`src/design/exe_pkg.sv`:
```
package exe_pkg;

   // ---------------------------------------------------------
   // Widths
   // ---------------------------------------------------------
   localparam int xlen     = 32;                  // Data and address width
   localparam int num_gprs = 32;                  // x0..x31

   typedef logic [xlen-1:0]             word_t;   // Register data word
   typedef logic [xlen-1:0]             pc_t;     // Instruction address
   typedef logic [$clog2(num_gprs)-1:0] reg_addr_t;
   typedef logic [2:0]                  funct3_t; // Instruction funct3 field
   typedef logic [2:0]                  ls_size_t; // Bytes per access, 1/2/4

   // ---------------------------------------------------------
   // Instruction classes and operations
   // ---------------------------------------------------------
   typedef enum logic [2:0] {
      alu_instr,
      br_instr,
      ld_instr,
      st_instr,
      ill_instr                                   // Nothing executes, passed on for trap
   } instr_group_t;

   // Bare names would collide with SV operator keywords
   typedef enum logic [3:0] {
      alu_add, alu_sub, alu_sll, alu_slt, alu_sltu,
      alu_xor, alu_srl, alu_sra, alu_or,  alu_and
   } alu_op_t;

   typedef enum logic [1:0] {b_cond, b_jal, b_jalr} br_op_t;

   typedef enum logic [1:0] {sel_rs, sel_pc, sel_imm} opnd_sel_t;

   // ---------------------------------------------------------
   // Records between stages
   // ---------------------------------------------------------
   typedef struct packed {
      pc_t          pc;
      word_t        imm;                          // Sign extended by decode
      funct3_t      funct3;
      instr_group_t ig;
      logic [3:0]   op;                           // Cast per unit to its own op enum
      opnd_sel_t    sel_x;
      opnd_sel_t    sel_y;
      reg_addr_t    rd_addr;
      reg_addr_t    rs1_addr;
      reg_addr_t    rs2_addr;
      logic         rd_wr;
      logic         rs1_rd;                       // Rs1 actually used
      logic         rs2_rd;
      pc_t          predicted_addr;               // Where fetch went next
   } dec_to_exe_t;

   typedef struct packed {
      logic      valid;
      logic      rd_wr;
      reg_addr_t rd_addr;
      word_t     rd_data;
   } fwd_gpr_t;

   typedef struct packed {
      pc_t          pc;
      instr_group_t ig;
      logic         rd_wr;
      reg_addr_t    rd_addr;
      word_t        rd_data;
      logic         mispre;                       // Fetch was redirected
      logic         mis;                          // Misaligned target or access
      pc_t          br_pc;
      logic         is_ld;
      logic         is_st;
      word_t        ls_addr;
      word_t        st_data;
      ls_size_t     size;
      logic         zero_ext;                     // LBU/LHU
      logic         inv_flag;                     // Store hits I-cache window
   } exe_to_mem_t;

endpackage

```
`src/design/operand_forward.sv`:
```
module operand_forward
(
   input  exe_pkg::reg_addr_t                     rs1_addr,
   input  exe_pkg::reg_addr_t                     rs2_addr,
   input  logic                                   rs1_rd,
   input  logic                                   rs2_rd,
   input  exe_pkg::word_t [exe_pkg::num_gprs-1:0] gpr,
   input  exe_pkg::fwd_gpr_t                      fwd_mem,
   input  exe_pkg::fwd_gpr_t                      fwd_wb,
   output exe_pkg::word_t                         rs1_data,
   output exe_pkg::word_t                         rs2_data
);

   // One source operand. Youngest producer wins, MEM before WB before file
   function automatic exe_pkg::word_t fwd_pick
   (
      input exe_pkg::reg_addr_t addr,
      input logic               rd,
      input exe_pkg::word_t     file_data,
      input exe_pkg::fwd_gpr_t  mem,
      input exe_pkg::fwd_gpr_t  wb
   );
      logic hit_mem;
      logic hit_wb;
      hit_mem = rd & mem.valid & mem.rd_wr & (addr == mem.rd_addr) & (addr != '0);
      hit_wb  = rd & wb.valid & wb.rd_wr & (addr == wb.rd_addr) & (addr != '0);
      if (hit_mem)
         return mem.rd_data;
      else if (hit_wb)
         return wb.rd_data;
      return file_data;                            // x0 always comes from here
   endfunction

   assign rs1_data = fwd_pick(rs1_addr, rs1_rd, gpr[rs1_addr], fwd_mem, fwd_wb);
   assign rs2_data = fwd_pick(rs2_addr, rs2_rd, gpr[rs2_addr], fwd_mem, fwd_wb);

endmodule

```
`src/design/alu_unit.sv`:
```
module alu_unit
(
   input  exe_pkg::dec_to_exe_t instr,
   input  exe_pkg::word_t       rs1_data,
   input  exe_pkg::word_t       rs2_data,
   output exe_pkg::word_t       result
);

   exe_pkg::word_t                   x;
   exe_pkg::word_t                   y;
   exe_pkg::alu_op_t                 op;
   logic [$clog2(exe_pkg::xlen)-1:0] shamt;

   assign op    = exe_pkg::alu_op_t'(instr.op);
   assign shamt = y[$clog2(exe_pkg::xlen)-1:0];    // RV32I uses low 5 bits only

   // Operand muxes
   always_comb
   begin
      case (instr.sel_x)
         exe_pkg::sel_pc:  x = instr.pc;           // AUIPC
         exe_pkg::sel_imm: x = '0;                 // LUI: 0 + imm
         default:          x = rs1_data;
      endcase
      y = (instr.sel_y == exe_pkg::sel_imm) ? instr.imm : rs2_data;
   end

   always_comb
   begin
      case (op)
         exe_pkg::alu_add:  result = x + y;
         exe_pkg::alu_sub:  result = x - y;
         exe_pkg::alu_sll:  result = x << shamt;
         exe_pkg::alu_slt:  result = exe_pkg::word_t'($signed(x) < $signed(y));
         exe_pkg::alu_sltu: result = exe_pkg::word_t'(x < y);
         exe_pkg::alu_xor:  result = x ^ y;
         exe_pkg::alu_srl:  result = x >> shamt;
         exe_pkg::alu_sra:  result = exe_pkg::word_t'($signed(x) >>> shamt);
         exe_pkg::alu_or:   result = x | y;
         exe_pkg::alu_and:  result = x & y;
         default:           result = '0;           // Unused op codes
      endcase
   end

endmodule

```
`src/design/branch_unit.sv`:
```
module branch_unit
(
   input  exe_pkg::dec_to_exe_t instr,
   input  exe_pkg::word_t       rs1_data,
   input  exe_pkg::word_t       rs2_data,
   output exe_pkg::pc_t         br_pc,
   output exe_pkg::pc_t         link_pc,
   output logic                 mis
);

   exe_pkg::br_op_t op;
   exe_pkg::pc_t    seq_pc;                       // Fall-through address
   exe_pkg::word_t  jalr_sum;
   logic            taken;

   assign op       = exe_pkg::br_op_t'(instr.op[1:0]);
   assign seq_pc   = instr.pc + exe_pkg::pc_t'(4);
   assign jalr_sum = rs1_data + instr.imm;

   // Bxx condition from funct3
   always_comb
   begin
      case (instr.funct3)
         3'b000:  taken = (rs1_data == rs2_data);                    // BEQ
         3'b001:  taken = (rs1_data != rs2_data);                    // BNE
         3'b100:  taken = ($signed(rs1_data) <  $signed(rs2_data));  // BLT
         3'b101:  taken = ($signed(rs1_data) >= $signed(rs2_data));  // BGE
         3'b110:  taken = (rs1_data <  rs2_data);                    // BLTU
         3'b111:  taken = (rs1_data >= rs2_data);                    // BGEU
         default: taken = 1'b0;
      endcase
   end

   always_comb
   begin
      case (op)
         exe_pkg::b_cond: br_pc = taken ? (instr.pc + instr.imm) : seq_pc;
         exe_pkg::b_jal:  br_pc = instr.pc + instr.imm;
         exe_pkg::b_jalr: br_pc = {jalr_sum[exe_pkg::xlen-1:1], 1'b0}; // LSB dropped per spec
         default:         br_pc = seq_pc;
      endcase
   end

   assign link_pc = seq_pc;                       // Rd value for JAL/JALR
   assign mis     = br_pc[1];                     // No C extension, so 4-byte alignment

endmodule

```
`src/design/ls_unit.sv`:
```
module ls_unit
#(
   parameter exe_pkg::word_t icache_lo = 32'h0000_0000,
   parameter exe_pkg::word_t icache_hi = 32'h0000_7FFF
)
(
   input  exe_pkg::dec_to_exe_t instr,
   input  exe_pkg::word_t       rs1_data,
   input  exe_pkg::word_t       rs2_data,
   output exe_pkg::word_t       ls_addr,
   output exe_pkg::word_t       st_data,
   output exe_pkg::ls_size_t    size,
   output logic                 zero_ext,
   output logic                 mis,
   output logic                 inv_flag
);

   assign ls_addr = rs1_data + instr.imm;         // Effective address

   // funct3[1:0] gives width, unused upper lanes of store data are cleared
   always_comb
   begin
      case (instr.funct3[1:0])
         2'b00:
         begin
            size    = 3'd1;
            st_data = exe_pkg::word_t'(rs2_data[7:0]);
            mis     = 1'b0;                       // Bytes never misalign
         end
         2'b01:
         begin
            size    = 3'd2;
            st_data = exe_pkg::word_t'(rs2_data[15:0]);
            mis     = ls_addr[0];
         end
         default:
         begin
            size    = 3'd4;
            st_data = rs2_data;
            mis     = |ls_addr[1:0];
         end
      endcase
   end

   assign zero_ext = instr.funct3[2];             // LBU/LHU
   assign inv_flag = (ls_addr >= icache_lo) && (ls_addr <= icache_hi); // Self-modifying code
endmodule

```
`src/design/exe_result_select.sv`:
```
module exe_result_select
(
   input  logic                 in_valid,
   input  exe_pkg::dec_to_exe_t instr,
   input  exe_pkg::word_t       alu_result,
   input  exe_pkg::pc_t         br_pc,
   input  exe_pkg::pc_t         link_pc,
   input  logic                 br_mis,
   input  exe_pkg::word_t       ls_addr,
   input  exe_pkg::word_t       st_data,
   input  exe_pkg::ls_size_t    size,
   input  logic                 zero_ext,
   input  logic                 ls_mis,
   input  logic                 inv_flag,
   output exe_pkg::exe_to_mem_t exe_out,
   output logic                 rld_pc_flag,
   output exe_pkg::pc_t         rld_pc_addr
);

   exe_pkg::br_op_t br_op;
   logic            rd_wr_ok;                     // Rd write with x0 filtered
   logic            mispre;

   assign br_op    = exe_pkg::br_op_t'(instr.op[1:0]);
   assign rd_wr_ok = instr.rd_wr & (instr.rd_addr != '0);
   assign mispre   = (instr.predicted_addr != br_pc);

   always_comb
   begin
      exe_out     = '0;                           // Fields not set below stay zero
      rld_pc_flag = 1'b0;
      rld_pc_addr = '0;
      if (in_valid)
      begin
         exe_out.pc = instr.pc;
         exe_out.ig = instr.ig;
         case (instr.ig)
            exe_pkg::alu_instr:
            begin
               exe_out.rd_wr   = rd_wr_ok;
               exe_out.rd_addr = instr.rd_addr;
               exe_out.rd_data = alu_result;
            end
            exe_pkg::br_instr:
            begin
               exe_out.br_pc = br_pc;
               if (br_mis)
                  exe_out.mis = 1'b1;             // Trap taken in MEM, no redirect here
               else if (mispre)
               begin
                  exe_out.mispre = 1'b1;
                  rld_pc_flag    = 1'b1;          // Fetch restarts at real target
                  rld_pc_addr    = br_pc;
               end
               else if (br_op != exe_pkg::b_cond)
               begin
                  exe_out.rd_wr   = rd_wr_ok;     // Link write only once path is confirmed
                  exe_out.rd_addr = instr.rd_addr;
                  exe_out.rd_data = link_pc;
               end
            end
            exe_pkg::ld_instr:
            begin
               exe_out.is_ld    = 1'b1;
               exe_out.rd_wr    = rd_wr_ok;       // Data itself arrives in MEM
               exe_out.rd_addr  = instr.rd_addr;
               exe_out.ls_addr  = ls_addr;
               exe_out.size     = size;
               exe_out.zero_ext = zero_ext;
               exe_out.mis      = ls_mis;
            end
            exe_pkg::st_instr:
            begin
               exe_out.is_st    = 1'b1;
               exe_out.ls_addr  = ls_addr;
               exe_out.st_data  = st_data;
               exe_out.size     = size;
               exe_out.inv_flag = inv_flag;
               exe_out.mis      = ls_mis;
            end
            default: ;                            // Illegal, pc and ig only
         endcase
      end
   end

endmodule

```
`src/design/exe_pipe_reg.sv`:
```
module exe_pipe_reg
(
   input  logic                 clk_in,
   input  logic                 reset,
   input  logic                 flush,
   input  logic                 write,
   input  logic                 read,
   input  exe_pkg::exe_to_mem_t data_in,
   output logic                 full,
   output exe_pkg::exe_to_mem_t data_out
);

   // Full flag, write wins over read in the same cycle
   always_ff @(posedge clk_in)
   begin
      if (reset | flush)
         full <= 1'b0;
      else if (write)
         full <= 1'b1;
      else if (read)
         full <= 1'b0;
   end

   always_ff @(posedge clk_in)
   begin
      if (write)
         data_out <= data_in;                     // Holds while stalled
   end

endmodule

```
`src/design/execute_stage.sv`:
```
module execute_stage
(
   input  logic                                   clk_in,
   input  logic                                   reset,
   input  logic                                   cpu_halt,
   input  logic                                   pipe_flush,
   input  logic                                   in_valid,
   output logic                                   in_ready,
   input  exe_pkg::dec_to_exe_t                   in_data,
   input  exe_pkg::word_t [exe_pkg::num_gprs-1:0] gpr,
   input  exe_pkg::fwd_gpr_t                      fwd_mem,
   input  exe_pkg::fwd_gpr_t                      fwd_wb,
   output logic                                   out_valid,
   input  logic                                   out_ready,
   output exe_pkg::exe_to_mem_t                   out_data,
   output logic                                   rld_pc_flag,
   output exe_pkg::pc_t                           rld_pc_addr
);

   logic                 xfer_in;                 // Decode -> EXE handshake
   logic                 xfer_out;                // EXE -> MEM handshake
   logic                 pipe_full;
   exe_pkg::word_t       rs1_data;
   exe_pkg::word_t       rs2_data;
   exe_pkg::word_t       alu_result;
   exe_pkg::pc_t         br_pc;
   exe_pkg::pc_t         link_pc;
   logic                 br_mis;
   exe_pkg::word_t       ls_addr;
   exe_pkg::word_t       st_data;
   exe_pkg::ls_size_t    size;
   logic                 zero_ext;
   logic                 ls_mis;
   logic                 inv_flag;
   exe_pkg::exe_to_mem_t exe_dout;                // Record before the pipe register

   // ---------------------------------------------------------
   // Handshake
   // ---------------------------------------------------------
   assign in_ready  = !reset & !cpu_halt & !pipe_flush & (!pipe_full | xfer_out);
   assign xfer_in   = in_valid & in_ready;
   assign xfer_out  = pipe_full & out_ready;
   assign out_valid = pipe_full;

   operand_forward u_fwd (.rs1_addr(in_data.rs1_addr), .rs2_addr(in_data.rs2_addr),
                          .rs1_rd(in_data.rs1_rd), .rs2_rd(in_data.rs2_rd), .gpr(gpr),
                          .fwd_mem(fwd_mem), .fwd_wb(fwd_wb),
                          .rs1_data(rs1_data), .rs2_data(rs2_data));

   // ---------------------------------------------------------
   // Functional units, all single cycle
   // ---------------------------------------------------------
   alu_unit u_alu (.instr(in_data), .rs1_data(rs1_data), .rs2_data(rs2_data),
                   .result(alu_result));

   branch_unit u_br (.instr(in_data), .rs1_data(rs1_data), .rs2_data(rs2_data),
                     .br_pc(br_pc), .link_pc(link_pc), .mis(br_mis));

   ls_unit #(.icache_lo(32'h0000_0000), .icache_hi(32'h0000_7FFF)) u_ls  // L1 I$ range
   (
      .instr(in_data), .rs1_data(rs1_data), .rs2_data(rs2_data), .ls_addr(ls_addr),
      .st_data(st_data), .size(size), .zero_ext(zero_ext), .mis(ls_mis), .inv_flag(inv_flag)
   );

   exe_result_select u_sel
   (
      .in_valid(in_valid), .instr(in_data), .alu_result(alu_result), .br_pc(br_pc),
      .link_pc(link_pc), .br_mis(br_mis), .ls_addr(ls_addr), .st_data(st_data),
      .size(size), .zero_ext(zero_ext), .ls_mis(ls_mis), .inv_flag(inv_flag),
      .exe_out(exe_dout), .rld_pc_flag(rld_pc_flag), .rld_pc_addr(rld_pc_addr)
   );

   exe_pipe_reg u_pipe (.clk_in(clk_in), .reset(reset), .flush(pipe_flush),
                        .write(xfer_in), .read(xfer_out), .data_in(exe_dout),
                        .full(pipe_full), .data_out(out_data));

endmodule

```
`config.mk`:
```
export PLATFORM = sky130hd
export DESIGN_NAME = execute_stage
export DESIGN_NICKNAME = d
export VERILOG_FILES = /design/src/design/exe_pkg.sv /design/src/design/operand_forward.sv /design/src/design/alu_unit.sv /design/src/design/branch_unit.sv /design/src/design/ls_unit.sv /design/src/design/exe_result_select.sv /design/src/design/exe_pipe_reg.sv /design/src/design/execute_stage.sv
export SDC_FILE = /design/constraint.sdc
export NUM_CORES = 2
export LEC_CHECK = 0
export BUFFER_PORTS_ARGS = -buffer_cell sky130_fd_sc_hd__buf_2
export CAP_MARGIN = 0
export CORE_AREA = 2 2 561 563
export DETAILED_ROUTE_END_ITERATION = 16
export DIE_AREA = 0 0 563 565
export PLACE_DENSITY = 0.34
export SYNTH_ARGS = -nofsm -noshare
export SYNTH_HDL_FRONTEND = slang
export SYNTH_SLANG_ARGS = --single-unit
```
`constraint.sdc`:
```
create_clock -name clk_in -period 12.01 [get_ports clk_in]
set_input_delay 1.201 -clock clk_in [delete_from_list [all_inputs] [get_ports clk_in]]
set_output_delay 1.201 -clock clk_in [all_outputs]
set_load 0.03 [all_outputs]
```
==> metrics.md <==
| Metric | Value |
|---|---|
| Outcome | complete, no violations |
| WL final | ~480,000 um |
| Clk Latency, worst-skew pair | between 0.5 and 0.6 ns |
| Syn_area_per_cell | around 9.2 um2 |
| Drc violations | 0 |
| Global-route wire length before repair | slightly below 600,000 um |
| Routed Antenna Nets | 0 |
| Setup_tns | 0 ns |
| Worst EP required | roughly 11 ns |
| RSZ-0062 raised after global routing | false |
| Hold crit path type | flip-flop to flip-flop |
| Share of cells above drive strength 1 | 40.4% |
| Layout Utilization | a little under a fifth |
| Vias/cell | a little over 5 |
| VDD IR max | 0.0697 mV |
| Die Span Y | about 570 um |
| Worst setup EP type | primary output |
| Distinct cells, synth | approximately 100 |
| DR WL/cell | approximately 45 um |
| Pre-Repair DR Iteration Count | 6 |
| Slew Limit Headroom | 5.14% |
| Die area | about 320,000 um2 |
| Slew at the pin closest to its max-slew limit | ~1.4 ns |
| Max-cap check violation count | 0 |
| Clk sinks | 179 |
| Clock Path Buffers | 3 |
| Asr flop ratio synth | 0% |
| Post-CTS setup repair buffer count | 0 |
| Finished Cell Area | 57,300 um2 |
| Most frequent cells in the layout | buf_2, mux4_2, nor2_1 |
| Row count | 205 |
| Seq/Total Area, Yosys | between 10% and 20% |
| Crit share post-route | 97.0% |
| Crit path kind | input pin to primary output |
| Max Slew Vio Count | 0 |
| TritonCTS Buffers | 25 |
| Setup crit start kind | input pin |
| Clock-pin transition on the worst setup and hold timing paths | 0.09 ns |
| Fin cells | 10,700 |
| Pwr Total | ~5.4 mW |
| Nets | around 7,300 |
| LEAKAGE | 21.4 nW |
| Vias in the first global route | approximately 51,000 |
| # fillers | between 30,000 and 40,000 |
| Ys Warns | 0 |
| Via Count | 54,400 |
| Post-synth EDFFs | between 150 and 200 |
| Core Box Area | 311,000 um2 |
| Final Hold Fails | 0 |
| Number of H-tree levels | 4 |
| CP Max Fanout | 61 |
| Largest net degree at the start of global routing | between 100 and 150 |
| Final GP Congestion | 1.03 |
| Final setup violating endpoints | 0 |
| Area grow syn2layout | 35.6% |
| Cts hold-fix bufs | 0 |
| Worst Skew | between 0.04 and 0.05 ns |
| Resized cells post-CTS | 0 |
| Final HPWL DP | 416,000 um |
| Cell Count Post-Placement | approximately 10,000 |
| Syn Inst Count | around 4,600 |
| Fin crit period | roughly 12 ns |
| Initial Util | 13.6% |
| CTS tree | built |
| DP Area | around 55,000 um2 |
| Synth Cell Area | 42,300 um2 |
| I/O pin cnt | 1,449 |
| Flops & latches, synth | approximately 180 |
| Pwr per Cell Area | between 90 and 100 nW/um2 |
| Synth Net Count | approximately 6,000 |
| # port buffers | 1,447 |
| Initial DRC count | approximately 6,300 |
| Commonest non-fill, non-tap cell in the layout | buf_2 |
| Critical Path AT | roughly 10 ns |
| CTS Root Cell | clkbuf_16 |
| Initial antenna violation count | between 500 and 600 |
| Synth Flop Type | edfxtp_1 |
| Remaining global-route overflow | 0 |
| Total track usage | about 29% |
| Achievable Freq | between 0.08 and 0.09 GHz |
| DIE WIDTH | ~560 um |
-- cells in the mapped netlist (39+ instances only) --
library cell	instances	share of area, %
xor2_1	70	1.5
edfxtp_1	178	13
xnor2_1	74	1.5
mux2_2	51	1.4
nor2_1	461	4.1
a21oi_1	301	3.6
clkbuf_1	235	2.1
o22ai_1	79	1.2
mux2i_1	228	5.4
nand4_1	45	0.67
and3_1	51	0.75
nor3_1	132	1.6
buf_1	69	0.61
a21o_1	59	1.0
a31oi_1	42	0.62
o21ai_0	199	2.4
inv_1	130	1.2
nor4_1	39	0.58
o21a_1	50	0.89
mux4_2	549	29
and2_1	78	1.2
a211oi_1	88	1.6
nand2_1	326	2.9
nand3_1	93	1.1
buf_2	64	0.76
o211ai_1	58	1.0
ha_1	193	5.7
o31ai_1	44	0.78
-- worst paths after layout --
path | from | end | slack [ns] | cells past startpoint
max reg2reg | u_pipe.full | u_pipe.data_out[155] | 9.04 | 5
min | u_pipe.full | u_pipe.full | 0.63 | 3
max | in_data[35] | rld_pc_addr[6] | 0.37 | 27
min reg2reg | u_pipe.full | u_pipe.full | 0.63 | 3
-- metal layers --
metal,part of all wire (%),GRT usage [%],vias up,wire length [um]
met3,7.7,6.64,1100,36700
met1,37,32.7,27800,178000
met4,8.1,22.5,132,38900
met5,0.19,0,-,885
li1,-,-,21700,-
met2,47,46.5,3708,224000
-- logic make-up (layout without fill, tap and decap cells) --
family	Yosys count	count (layout)	share of synthesized area, %
XOR/XNOR	146	146	3.09
adder cells (fa/ha/maj)	197	197	5.90
buffers and inverters	542	1811	5.38
multiplexers	831	831	36.1
AND/OR/NAND/NOR	1419	1419	16.1
flip-flops	179	179	12.7
AO/OA/AOI/OAI	1293	1293	20.8
other	1	677	0.00887
-- area by class of cell --
type                            instances  area [um2]  share of cell area [%]
Timing Repair Buffer                 1637        8940                    15.6
Tap cell                             4140        5180                    9.04
Sequential cell                       179        5370                    9.36
Clock inverter                          8         120                   0.210
Antenna cell                          676        1690                    2.95
Inverter                              141         532                   0.928
Multi-Input combinational cell       3887       34900                    60.8
Clock buffer                           25         626                    1.09
-- state kept, by name, indices dropped and copies added, names as in the netlist --
name,cells
u_pipe.data_out,178
u_pipe.full,1
-- report_power, final --
group	internal [mW]	total, mW	switching, mW
combinational	1.31	3.93	2.62
clock	0.439	0.764	0.325
sequential	0.704	0.710	0.00571
total	2.45	5.40	2.95
-- through the flow --
step / setup slack, ns / hold WS, ns
after floorplan: 2.07 / 0.739
after detailed placement: 0.530 / 0.630
after global routing: 0.0958 / 0.671
final: 0.365 / 0.633
after CTS: 0.535 / 0.644
after global placement: 0.548 / 0.617
-- critical path, cell delays in order --
cell      delay, ns
buf_8          0.46
buf_12         0.34
buf_4          0.25
mux4_2         0.51
nor2b_1        0.15
a211oi_1       0.24
a211oi_1       0.14
a21oi_1        0.49
nor2_1         0.12
a21oi_1        0.15
nor2_1         0.05
a21oi_1        0.61
ha_1           0.29
nand4_1        0.09
or4_1          0.50
or4_1          0.77
xor2_1         0.24
or3_1          0.19
and3_1         0.40
buf_4          0.26
nor2_1         0.06
or4_1          0.52
a2111o_1       0.32
nor4_1         0.53
and4_2         0.80
nor3_1         0.14
buf_2          0.24
Note: power is estimated with default switching activity, not from simulation.
